<file path="src/design/samplePkg.sv">
`default_nettype none

package samplePkg;

  // Monitor sample and DAC word sizes
  localparam int sampleW = 18;
  localparam int dacW    = 14;
  localparam int dacLsb  = 4;
  localparam int numDacs = 3;

  localparam int selW  = 4;
  localparam int modeW = 4;

  //********************
  // DAC monitor select codes
  //********************
  // Anything outside 12..15 picks the demodulator monitor
  localparam logic [selW-1:0] dacTrellisI     = 4'd12;
  localparam logic [selW-1:0] dacTrellisQ     = 4'd13;
  localparam logic [selW-1:0] dacTrellisPhErr = 4'd14;
  localparam logic [selW-1:0] dacTrellisIndex = 4'd15;

  // Demodulator modes that own a trellis decoder
  localparam logic [modeW-1:0] modePcmTrellis = 4'd7;
  localparam logic [modeW-1:0] modeSoqpsk     = 4'd8;

  // Offset-binary zero
  localparam logic [dacW-1:0] dacMidscale = 14'h2000;

endpackage

`default_nettype wire

</file>
<file path="src/design/busMapPkg.sv">
`default_nettype none

package busMapPkg;

  // Control bus geometry
  localparam int busDataW = 16;
  localparam int busAddrW = 4;

  //********************
  // Register word addresses
  //********************
  localparam logic [busAddrW-1:0] regVersion      = 4'd0;
  localparam logic [busAddrW-1:0] regDemodMode    = 4'd1;
  localparam logic [busAddrW-1:0] regDac0Sel      = 4'd2;
  localparam logic [busAddrW-1:0] regDac1Sel      = 4'd3;
  localparam logic [busAddrW-1:0] regDac2Sel      = 4'd4;
  localparam logic [busAddrW-1:0] regClockStart   = 4'd5;
  localparam logic [busAddrW-1:0] regClockCapture = 4'd6;
  localparam logic [busAddrW-1:0] regClockLo      = 4'd7;
  localparam logic [busAddrW-1:0] regClockHi      = 4'd8;
  localparam logic [busAddrW-1:0] regSoftReset    = 4'd9;

  // Returned by a read of regVersion
  localparam logic [15:0] versionNumber = 16'h00a4;

  // Soft reset length in ck933 cycles
  localparam int softResetCycles = 6;

  // Free-running clock counter
  localparam int counterW = 32;

endpackage

`default_nettype wire
</file>
<file path="src/design/trellisTop.sv">
`timescale 1ns/1ps
`default_nettype none

module trellisTop (
  input  logic                                 ck933,
  input  logic                                 clockCounterEn,
  // Wishbone
  input  logic [busMapPkg::busAddrW-1:0]       wbAdr_i,
  input  logic [busMapPkg::busDataW-1:0]       wbDat_i,
  output logic [busMapPkg::busDataW-1:0]       wbDat_o,
  input  logic                                 wbWe_i,
  input  logic                                 wbStb_i,
  input  logic                                 wbCyc_i,
  output logic                                 wbAck_o,
  // Monitor samples
  input  logic signed [samplePkg::sampleW-1:0] demodData_i [samplePkg::numDacs],
  input  logic [samplePkg::numDacs-1:0]        demodSync_i,
  input  logic signed [samplePkg::sampleW-1:0] pcmData_i [samplePkg::numDacs],
  input  logic [samplePkg::numDacs-1:0]        pcmSync_i,
  input  logic signed [samplePkg::sampleW-1:0] soqpskData_i [samplePkg::numDacs],
  input  logic [samplePkg::numDacs-1:0]        soqpskSync_i,
  // DAC
  output logic [samplePkg::dacW-1:0]           dacData_o [samplePkg::numDacs],
  output logic                                 dacRst_o
);

  import busMapPkg::*;
  import samplePkg::*;

  logic [counterW-1:0] heldCount;
  logic                softReset;
  logic                clockStart;
  logic                clockCapture;
  logic                resetReq;
  logic [modeW-1:0]    demodMode;
  logic [selW-1:0]     dacSel [numDacs];

  //********************
  // Processor bus
  //********************
  busDecode busDecodeInst (
    .ck933          (ck933),
    .clockCounterEn (clockCounterEn),
    .wbAdr_i        (wbAdr_i),
    .wbDat_i        (wbDat_i),
    .wbWe_i         (wbWe_i),
    .wbStb_i        (wbStb_i),
    .wbCyc_i        (wbCyc_i),
    .heldCount_i    (heldCount),
    .wbDat_o        (wbDat_o),
    .wbAck_o        (wbAck_o),
    .demodMode_o    (demodMode),
    .dacSel_o       (dacSel),
    .clockStart_o   (clockStart),
    .clockCapture_o (clockCapture),
    .resetReq_o     (resetReq)
  );

  miscTimer miscTimerInst (
    .ck933          (ck933),
    .clockCounterEn (clockCounterEn),
    .clockStart_i   (clockStart),
    .clockCapture_i (clockCapture),
    .resetReq_i     (resetReq),
    .heldCount_o    (heldCount),
    .softReset_o    (softReset)
  );

  assign dacRst_o = softReset;

  //********************
  // DAC channels
  //********************
  for (genvar g = 0; g < numDacs; g++) begin : genDac
    dacOutputStage dacStage (
      .ck933          (ck933),
      .clockCounterEn (clockCounterEn),
      .softReset_i    (softReset),
      .dacSel_i       (dacSel[g]),
      .demodMode_i    (demodMode),
      .demodData_i    (demodData_i[g]),
      .demodSync_i    (demodSync_i[g]),
      .pcmData_i      (pcmData_i[g]),
      .pcmSync_i      (pcmSync_i[g]),
      .soqpskData_i   (soqpskData_i[g]),
      .soqpskSync_i   (soqpskSync_i[g]),
      .dacData_o      (dacData_o[g])
    );
  end

endmodule

`default_nettype wire

</file>
<file path="src/design/dacOutputStage.sv">
`timescale 1ns/1ps
`default_nettype none

module dacOutputStage (
  input  logic                                ck933,
  input  logic                                clockCounterEn,
  input  logic                                softReset_i,
  input  logic [samplePkg::selW-1:0]          dacSel_i,
  input  logic [samplePkg::modeW-1:0]         demodMode_i,
  input  logic signed [samplePkg::sampleW-1:0] demodData_i,
  input  logic                                demodSync_i,
  input  logic signed [samplePkg::sampleW-1:0] pcmData_i,
  input  logic                                pcmSync_i,
  input  logic signed [samplePkg::sampleW-1:0] soqpskData_i,
  input  logic                                soqpskSync_i,
  output logic [samplePkg::dacW-1:0]          dacData_o
);

  import samplePkg::*;

  logic                      isTrellis;
  logic                      pcmMode;
  logic signed [sampleW-1:0] selData;
  logic                      selSync;
  logic signed [sampleW-1:0] sampleReg;
  logic                      syncReg;
  logic [dacW-1:0]           dacWord;

  //********************
  // Source selection
  //********************
  assign isTrellis = (dacSel_i == dacTrellisI) || (dacSel_i == dacTrellisQ) ||
                     (dacSel_i == dacTrellisPhErr) || (dacSel_i == dacTrellisIndex);
  assign pcmMode   = (demodMode_i == modePcmTrellis);

  always_comb begin
    if (!isTrellis) begin
      selData = demodData_i;
      selSync = demodSync_i;
    end else if (pcmMode) begin
      selData = pcmData_i;
      selSync = pcmSync_i;
    end else begin
      selData = soqpskData_i;
      selSync = soqpskSync_i;
    end
  end

  // Stage 1 sample
  always_ff @(posedge ck933 or posedge clockCounterEn) begin
    if (clockCounterEn) begin
      sampleReg <= '0;
    end else if (softReset_i) begin
      sampleReg <= '0;
    end else begin
      sampleReg <= selData;
    end
  end

  // Stage 1 sync, stage 2 word
  always_ff @(posedge ck933 or posedge clockCounterEn) begin
    if (clockCounterEn) begin
      syncReg <= 1'b0;
      dacWord <= dacMidscale;
    end else if (softReset_i) begin
      syncReg <= 1'b0;
      dacWord <= dacMidscale;
    end else begin
      syncReg <= selSync;
      // Two's complement to offset binary
      if (syncReg) begin
        dacWord <= {~sampleReg[sampleW-1], sampleReg[sampleW-2:dacLsb]};
      end
    end
  end

  // DAC parks at midscale for the whole soft reset
  assign dacData_o = softReset_i ? dacMidscale : dacWord;

endmodule

`default_nettype wire

</file>
<file path="src/design/miscTimer.sv">
`timescale 1ns/1ps
`default_nettype none

module miscTimer (
  input  logic                           ck933,
  input  logic                           clockCounterEn,
  input  logic                           clockStart_i,
  input  logic                           clockCapture_i,
  input  logic                           resetReq_i,
  output logic [busMapPkg::counterW-1:0] heldCount_o,
  output logic                           softReset_o
);

  import busMapPkg::*;

  localparam int resetCntW = $clog2(softResetCycles + 1);

  logic [counterW-1:0]  clockCounter;
  logic [resetCntW-1:0] resetCnt;

  //********************
  // Cycle counter
  //********************
  // Restarts from zero on a start pulse, otherwise free-runs
  always_ff @(posedge ck933 or posedge clockCounterEn) begin
    if (clockCounterEn) begin
      clockCounter <= '0;
    end else if (clockStart_i) begin
      clockCounter <= '0;
    end else begin
      clockCounter <= clockCounter + counterW'(1);
    end
  end

  // Snapshot for the processor
  always_ff @(posedge ck933 or posedge clockCounterEn) begin
    if (clockCounterEn) begin
      heldCount_o <= '0;
    end else if (clockCapture_i) begin
      heldCount_o <= clockCounter;
    end
  end

  //********************
  // Soft reset sequencer
  //********************
  // Loaded on request, counts down to zero
  always_ff @(posedge ck933 or posedge clockCounterEn) begin
    if (clockCounterEn) begin
      resetCnt <= '0;
    end else if (resetReq_i) begin
      resetCnt <= resetCntW'(softResetCycles);
    end else if (resetCnt != '0) begin
      resetCnt <= resetCnt - resetCntW'(1);
    end
  end

  // High for one cycle per count loaded
  assign softReset_o = (resetCnt != '0);

endmodule

`default_nettype wire

</file>
<file path="src/design/busDecode.sv">
`timescale 1ns/1ps
`default_nettype none

module busDecode (
  input  logic                              ck933,
  input  logic                              clockCounterEn,
  input  logic [busMapPkg::busAddrW-1:0]    wbAdr_i,
  input  logic [busMapPkg::busDataW-1:0]    wbDat_i,
  input  logic                              wbWe_i,
  input  logic                              wbStb_i,
  input  logic                              wbCyc_i,
  input  logic [busMapPkg::counterW-1:0]    heldCount_i,
  output logic [busMapPkg::busDataW-1:0]    wbDat_o,
  output logic                              wbAck_o,
  output logic [samplePkg::modeW-1:0]       demodMode_o,
  output logic [samplePkg::selW-1:0]        dacSel_o [samplePkg::numDacs],
  output logic                              clockStart_o,
  output logic                              clockCapture_o,
  output logic                              resetReq_o
);

  import busMapPkg::*;
  import samplePkg::*;

  logic                xferGo;
  logic                wrEn;
  logic                rdEn;
  logic [busDataW-1:0] readMux;

  // One wait state, so the transfer is taken only on the cycle ack rises
  assign xferGo = wbCyc_i && wbStb_i && !wbAck_o;
  assign wrEn   = xferGo && wbWe_i;
  assign rdEn   = xferGo && !wbWe_i;

  //********************
  // Read mux
  //********************
  always_comb begin
    case (wbAdr_i)
      regVersion:   readMux = versionNumber;
      regDemodMode: readMux = busDataW'(demodMode_o);
      regDac0Sel:   readMux = busDataW'(dacSel_o[0]);
      regDac1Sel:   readMux = busDataW'(dacSel_o[1]);
      regDac2Sel:   readMux = busDataW'(dacSel_o[2]);
      regClockLo:   readMux = heldCount_i[busDataW-1:0];
      regClockHi:   readMux = heldCount_i[counterW-1:busDataW];
      default:      readMux = '0;
    endcase
  end

  //********************
  // Acknowledge, read data and command pulses
  //********************
  always_ff @(posedge ck933 or posedge clockCounterEn) begin
    if (clockCounterEn) begin
      wbAck_o        <= 1'b0;
      wbDat_o        <= '0;
      clockStart_o   <= 1'b0;
      clockCapture_o <= 1'b0;
      resetReq_o     <= 1'b0;
    end else begin
      wbAck_o        <= xferGo;
      wbDat_o        <= rdEn ? readMux : '0;
      clockStart_o   <= wrEn && (wbAdr_i == regClockStart);
      clockCapture_o <= wrEn && (wbAdr_i == regClockCapture);
      // Soft reset is triggered by a read, not a write
      resetReq_o     <= rdEn && (wbAdr_i == regSoftReset);
    end
  end

  //********************
  // Control registers
  //********************
  always_ff @(posedge ck933 or posedge clockCounterEn) begin
    if (clockCounterEn) begin
      demodMode_o <= '0;
      for (int i = 0; i < numDacs; i++) begin
        dacSel_o[i] <= '0;
      end
    end else if (wrEn) begin
      case (wbAdr_i)
        regDemodMode: demodMode_o <= wbDat_i[modeW-1:0];
        regDac0Sel:   dacSel_o[0] <= wbDat_i[selW-1:0];
        regDac1Sel:   dacSel_o[1] <= wbDat_i[selW-1:0];
        regDac2Sel:   dacSel_o[2] <= wbDat_i[selW-1:0];
        default: ;
      endcase
    end
  end

endmodule

`default_nettype wire

</file>
<file path="config.mk">
export PLATFORM = sky130hd
export DESIGN_NAME = trellisTop
export DESIGN_NICKNAME = d
export VERILOG_FILES = /design/src/design/samplePkg.sv /design/src/design/busMapPkg.sv /design/src/design/trellisTop.sv /design/src/design/dacOutputStage.sv /design/src/design/miscTimer.sv /design/src/design/busDecode.sv
export SDC_FILE = /design/constraint.sdc
export NUM_CORES = 1
export LEC_CHECK = 0
export ABC_AREA = 1
export BUFFER_PORTS_ARGS = -buffer_cell sky130_fd_sc_hd__buf_2
export CELL_PAD_IN_SITES_DETAIL_PLACEMENT = 1
export CELL_PAD_IN_SITES_GLOBAL_PLACEMENT = 2
export CORE_MARGIN = 5
export CORE_UTILIZATION = 26
export DETAILED_ROUTE_END_ITERATION = 10
export PLACE_DENSITY = 0.79
export REMOVE_ABC_BUFFERS = 1
export SYNTH_ARGS = -nofsm -noshare
export SYNTH_HDL_FRONTEND = slang
export SYNTH_SLANG_ARGS = --single-unit
</file>
<file path="constraint.sdc">
create_clock -name ck933 -period 6.9 [get_ports ck933]
set_input_delay 1.38 -clock ck933 [delete_from_list [all_inputs] [get_ports ck933]]
set_output_delay 1.38 -clock ck933 [all_outputs]
set_load 0.005 [all_outputs]
</file>
==> run_results.csv, run 1 <==
group,metric,value,unit
power_and_ir_drop,powerDensity,249,nW/um^2
power_and_ir_drop,seq_power_share,0.468,
yosys,async_flop_share,1.00,
floorplanning,row_count,69,
clock_tree,clk_latency,430,ps
yosys,synth_seq_cells,190,
setup_path,cp_max_fo,68,
sta,fin_worst_skew,19.9,ps
floorplanning,fp.dieW,200,um
yosys,ys_seq_area_frac,0.509,
sta,rsz0062_at_grt,"no",
yosys,synth-edff-count,0,
power_and_ir_drop,clkPwrFrac,0.362,
detailed_routing,wirelength,28000,um
worst_hold_path,hp-class,"register to register",
global_routing,grt_pass1_wl,44000,um
layout,synthToLayoutAreaGrowth,21.4,%
power_and_ir_drop,p_switching,916,uW
sta,final_hold_viol_count,0,
clock_tree,post_cts_resized,0,
yosys,synth_top_flop_cell,"dfrtp_1",
detailed_routing,first_pass_iters,4,
floorplanning,die-area,39900,um^2
placed_design,io_buffer_count,207,
clock_tree,cts_setup_buffers,0,
detailed_routing,final_antenna_net_count,0,
power_and_ir_drop,ir_drop,0.160,mV
global_routing,grt_pass1_vias,8390,
clock_tree,cts_hold_buf,0,
sta,finalSetupViolations,0,
clock_tree,cts_buffers,17,
worst_hold_path,holdPathStages,1,
power_and_ir_drop,p_sw_frac,0.324,
sta,fmax,251,MHz
clock_tree,clockBufferDepth,2,
setup_path,start_kind,"register",
yosys,syn_inst,1240,
layout,layout-drive-gt1-share,0.206,
placed_design,gp_congestion,0.771,
yosys,synthDominantCellAreaShare,0.501,
yosys,syn_area,9350,um^2
layout,num-nets-final,1617,
clock_tree,cts_tree,"yes",
sta,tns,0,ps
detailed_routing,viasPerCell,4.35,
outcome,outcome,"completed",
global_routing,antenna_found_initial,1,
sta,finalCritPeriodShare,0.577,
clock_tree,path_clk_slew,70,ps
setup_path,cp.required,5520,ps
floorplanning,io_pins,256,
detailed_routing,drc_errors,0,
yosys,syn_avg_cell_area,7.54,um^2
layout,layout_commonest_cell,"nand2_1",
detailed_routing,drtIter0Drc,381,
global_routing,grt_use_total,0.138,
sta,worstMarginPinSlew,962,ps
layout,mostFrequentLayoutCells,"nand2_1, nor2_1, buf_2, dfrtp_1, inv_1",
sta,maxSlewViolCount,0,
clock_tree,htreeDepth,4,
floorplanning,dieHeight,200,um
power_and_ir_drop,internal_power,1.91,mW
detailed_routing,num_vias,8228,
sta,fin_crit,3980,ps
floorplanning,start_util,0.263,
power_and_ir_drop,combPwrFrac,0.170,
detailed_routing,wl_per_cell,14.8,um
setup_path,critPathKind,"register to output port",
yosys,yosys-top-cells-area,"dfrtp_1, nand2_1, nor2_1",
run,drv_cap,0,
power_and_ir_drop,power.leakage,5.85,nW
placed_design,dp.final_hpwl,20200,um
global_routing,grt_max_degree,130,
clock_tree,clockRootBuffer,"clkbuf_16",
layout,final_util,0.319,
setup_path,reg2regPathDepth,7,
floorplanning,core,35600,um^2
placed_design,placed_cell_area,10700,um^2
yosys,post-synth-top-area-cell,"dfrtp_1",
layout,final_cell_area,11400,um^2
yosys,ys_types,36,
clock_tree,cts.sinks,190,
sta,relSlewSlack,0.358,
setup_path,crit_path_end_kind,"output port",
global_routing,grt_remaining_overflow,0,
setup_path,worstPathArrival,2600,ps
yosys,yosys_warnings,0,
final timing paths:
path                                                start                         endpoint  slack [ps]
max in group asynchronous                  clockCounterEn    miscTimerInst.heldCount_o[30]        4320
worst min-delay path            miscTimerInst.resetCnt[0]        miscTimerInst.resetCnt[0]         460
worst min register to register  miscTimerInst.resetCnt[0]        miscTimerInst.resetCnt[0]         460
min in group asynchronous                  clockCounterEn    genDac[0].dacStage.dacWord[8]        1120
worst max register to register  miscTimerInst.resetCnt[0]  genDac[0].dacStage.sampleReg[7]        4600
worst max-delay path            miscTimerInst.resetCnt[0]                    dacData_o[36]        2920
cell type report:
| cell class | count | area (um^2) |
|---|---|---|
| tap | 461 | 577 |
| clock inverter | 15 | 194 |
| sequential | 190 | 4760 |
| inverter | 155 | 592 |
| antenna | 1 | 2.50 |
| multi-input combinational | 844 | 3750 |
| timing repair buffer | 210 | 1060 |
| fill | 4445 | 24200 |
| clock buffer | 17 | 425 |
worst max-delay path, cell delays in order (launching register included):
cell	delay, ps
dfrtp_1	360
inv_1	70
ha_1	220
nand2_4	520
buf_4	680
nor2_1	100
buf_2	160
cell usage after synthesis (5+ instances only):
cell type / count
buf_2: 31
nor2_2: 11
nor2_4: 8
inv_2: 5
and2_1: 5
o21ai_0: 28
nand2_2: 8
buf_1: 7
mux2_2: 10
clkbuf_1: 8
nor3_1: 5
nand3_1: 62
nor2_1: 286
dfrtp_1: 187
inv_1: 149
buf_6: 5
nand2_1: 296
a21oi_1: 81
o21ai_1: 20
power groups by stage:
stage	clock, mW	combinational, mW	sequential (mW)
4_1_cts	1.06	0.501	1.32
2_1_floorplan	0	0.332	1.32
6_report	1.02	0.481	1.32
3_3_place_gp	0	0.482	1.34
3_5_place_dp	0	0.497	1.35
5_1_grt	1.11	0.560	1.34
stage by stage:
stage	hold WS, ps	setup WS (ps)	power (mW)	instances
after floorplan	432	354	1.65	1189
after global placement	445	3340	1.82	1860
after detailed placement	455	3320	1.84	1860
after CTS	463	2830	2.88	1892
after global routing	482	2680	3.01	1893
final	461	2920	2.83	1893
state kept, by name (all words and copies together), names as in the netlist, 4 cells and up:
name and cells:
busDecodeInst.wbDat_o 16, miscTimerInst.clockCounter 32, genDac.dacStage.dacWord 42, genDac.dacStage.sampleReg 42, busDecodeInst.dacSel_o 12, miscTimerInst.heldCount_o 32
busDecodeInst.demodMode_o 4
metal layers:
metal | GRT usage | wire length, um
met2 | 0.236 | 14100
met4 | 0.0302 | 293
met5 | 0 | 0
met3 | 0.0234 | 942
met1 | 0.183 | 12600
cells by family after synthesis:
family                   share of synthesized area
AO/OA/AOI/OAI                               0.0744
XOR/XNOR                                   0.00281
AND/OR/NAND/NOR                              0.307
adder cells (fa/ha/maj)                    0.00402
multiplexers                                0.0120
flip-flops                                   0.509
buffers and inverters                       0.0911
No activity file was read; power rests on OpenSTA's default activity.
==> run 2: changes to the inputs <==
==> constraint.sdc (replaced) <==
create_clock -name ck933 -period 3.3 [get_ports ck933]
set_input_delay 0.66 -clock ck933 [delete_from_list [all_inputs] [get_ports ck933]]
set_output_delay 0.66 -clock ck933 [all_outputs]
set_load 0.005 [all_outputs]
==> run 2 against run 1 <==
  * Sequential power up 110%
  * Routed wire length up 2.5%
  * Via count up 1.3%
  * Design area up 0.23%
  * Sequential share of layout area down 0.097 points
  * Worst hold slack worse by 180 ps
  * Setup slack worse by 2400 ps
  * Register-to-register slack worse by 3600 ps
  * Global-route usage up 0.62 points
  * Final cell count up 0.26%
  * Total power up 110%
  * Non-clock buffer count up 4
  * Critical endpoint is now dacData_o[17]
==> run_results.csv, run 2 (synthesis gave the netlist of run 1 again) <==
group,metric,value,unit
setup_path,critPathLaunch,"miscTimerInst.resetCnt[0]",
layout,final_util,0.320,
placed_design,placed_cell_area,10800,um^2
sta,finalWorstSetupSlack,540,ps
clock_tree,cts_tree,"yes",
setup_path,cp_max_fo,38,
layout,layout_commonest_cell,"nand2_1",
clock_tree,clockRootBuffer,"clkbuf_16",
sta,worstMarginPinSlew,1010,ps
clock_tree,clockBufferDepth,2,
setup_path,reg2regPathDepth,7,
global_routing,grt_pass1_wl,45200,um
floorplanning,core,35600,um^2
power_and_ir_drop,powerDensity,523,nW/um^2
detailed_routing,num_vias,8339,
layout,synthToLayoutAreaGrowth,21.7,%
setup_path,rrSetupSlack,1000,ps
sta,fin_crit,2760,ps
setup_path,crit_path_end_kind,"output port",
setup_path,worstPathArrival,2100,ps
floorplanning,fp.dieW,200,um
sta,relSlewSlack,0.329,
clock_tree,cts_setup_buffers,0,
layout,layout.cells.non_filler,1898,
setup_path,regToRegEndpoint,"genDac[0].dacStage.sampleReg[15]",
placed_design,io_buffer_count,207,
clock_tree,cts.sinks,190,
sta,maxSlewViolCount,0,
floorplanning,dieHeight,200,um
clock_tree,cts_buffers,17,
layout,final_cell_area,11400,um^2
run,drv_cap,0,
sta,finalSetupViolations,0,
setup_path,cp-endpoint,"dacData_o[17]",
setup_path,critPathKind,"register to output port",
detailed_routing,first_pass_iters,4,
setup_path,start_kind,"register",
clock_tree,cts_hold_buf,0,
clock_tree,htreeDepth,4,
detailed_routing,wirelength,28700,um
worst_hold_path,hp-class,"input pin to async pin",
detailed_routing,wl_per_cell,15.1,um
setup_path,cp.required,2640,ps
power_and_ir_drop,ir_drop,0.261,mV
layout,layout-drive-gt1-share,0.206,
clock_tree,path_clk_slew,70,ps
global_routing,grt_remaining_overflow,0,
sta,fin_worst_skew,9.41,ps
floorplanning,die-area,39900,um^2
global_routing,antenna_found_initial,2,
setup_path,r2r-start,"busDecodeInst.demodMode_o[3]",
layout,num-nets-final,1621,
layout,mostFrequentLayoutCells,"nand2_1, nor2_1, buf_2, dfrtp_1, inv_1",
layout,nFillCells,4444,
sta,finalCritPeriodShare,0.836,
layout,top_regs,"genDac.dacStage.dacWord x42, genDac.dacStage.sampleReg x42",
outcome,outcome,"completed",
placed_design,gp_congestion,0.773,
detailed_routing,final_antenna_net_count,0,
power_and_ir_drop,power.leakage,5.85,nW
floorplanning,io_pins,256,
detailed_routing,drc_errors,0,
floorplanning,start_util,0.263,
clock_tree,clk_latency,450,ps
detailed_routing,drtIter0Drc,325,
placed_design,pre_cts_ws,984,ps
placed_design,dp.final_hpwl,20600,um
global_routing,grt_max_degree,89,
sta,fmax,362,MHz
floorplanning,row_count,69,
detailed_routing,viasPerCell,4.39,
sta,rsz0062_at_grt,"no",
global_routing,grt_pass1_vias,8668,
placed_design,placedCellCount,1864,
sta,final_hold_viol_count,0,
global_routing,grt_use_total,0.144,
clock_tree,post_cts_resized,0,
run 2: cell types whose count changed in the layout (fill, tap and decap cells not counted), sizes merged:
| cell | previous run | this run |
|---|---|---|
| bufinv | 1 | 2 |
| clkinvlp | 0 | 3 |
| buf | 210 | 214 |
| clkinv | 8 | 2 |
| clkbuf | 17 | 23 |
| inv | 161 | 157 |
| diode | 1 | 2 |
run 2: final cells by class:
| type | count | area, um^2 | share of cell area |
|---|---|---|---|
| clock inverter | 9 | 110 | 0.00968 |
| inverter | 155 | 592 | 0.0520 |
| sequential | 190 | 4760 | 0.418 |
| antenna | 2 | 5.00 | 0.000440 |
| clock buffer | 23 | 478 | 0.0420 |
| multi-input combinational | 844 | 3750 | 0.329 |
| tap | 461 | 577 | 0.0507 |
| timing repair buffer | 214 | 1110 | 0.0979 |
run 2: critical path: stages, from the launching register on:
cell and delay, ps:
dfrtp_1 360, inv_1 70, ha_1 230, nand2_4 360
buf_4 370, nor2_1 90, buf_2 130
run 2: worst min-delay path by stage:
stage	to	depth (start not counted)
after floorplan	miscTimerInst.clockCounter[0]	1
final	genDac[0].dacStage.sampleReg[12]	2
after global routing	genDac[0].dacStage.sampleReg[12]	2
after CTS	genDac[0].dacStage.sampleReg[12]	2
after detailed placement	miscTimerInst.resetCnt[0]	1
after global placement	miscTimerInst.resetCnt[0]	1
run 2: layer usage:
metal,wire length (um),up-vias,global-route usage
li1,-,4144,-
met1,12700,4036,0.186
met2,14200,124,0.242
met3,1040,33,0.0297
met4,642,2,0.0475
met5,13,-,0
run 2: per-stage QoR:
stage               power (mW)  TNS (ps)  hold WS (ps)
floorplan                 3.45   -480130           432
global placement          3.86         0           450
detailed placement        3.89         0           454
CTS                       6.06         0           320
global route              6.31         0           324
finish                    5.95         0           282
run 2: power breakdown:
group	switching, mW	total [mW]	internal, mW
Sequential	0.184	2.76	2.58
Clock	0.953	2.13	1.18
Combinational	0.705	1.06	0.351
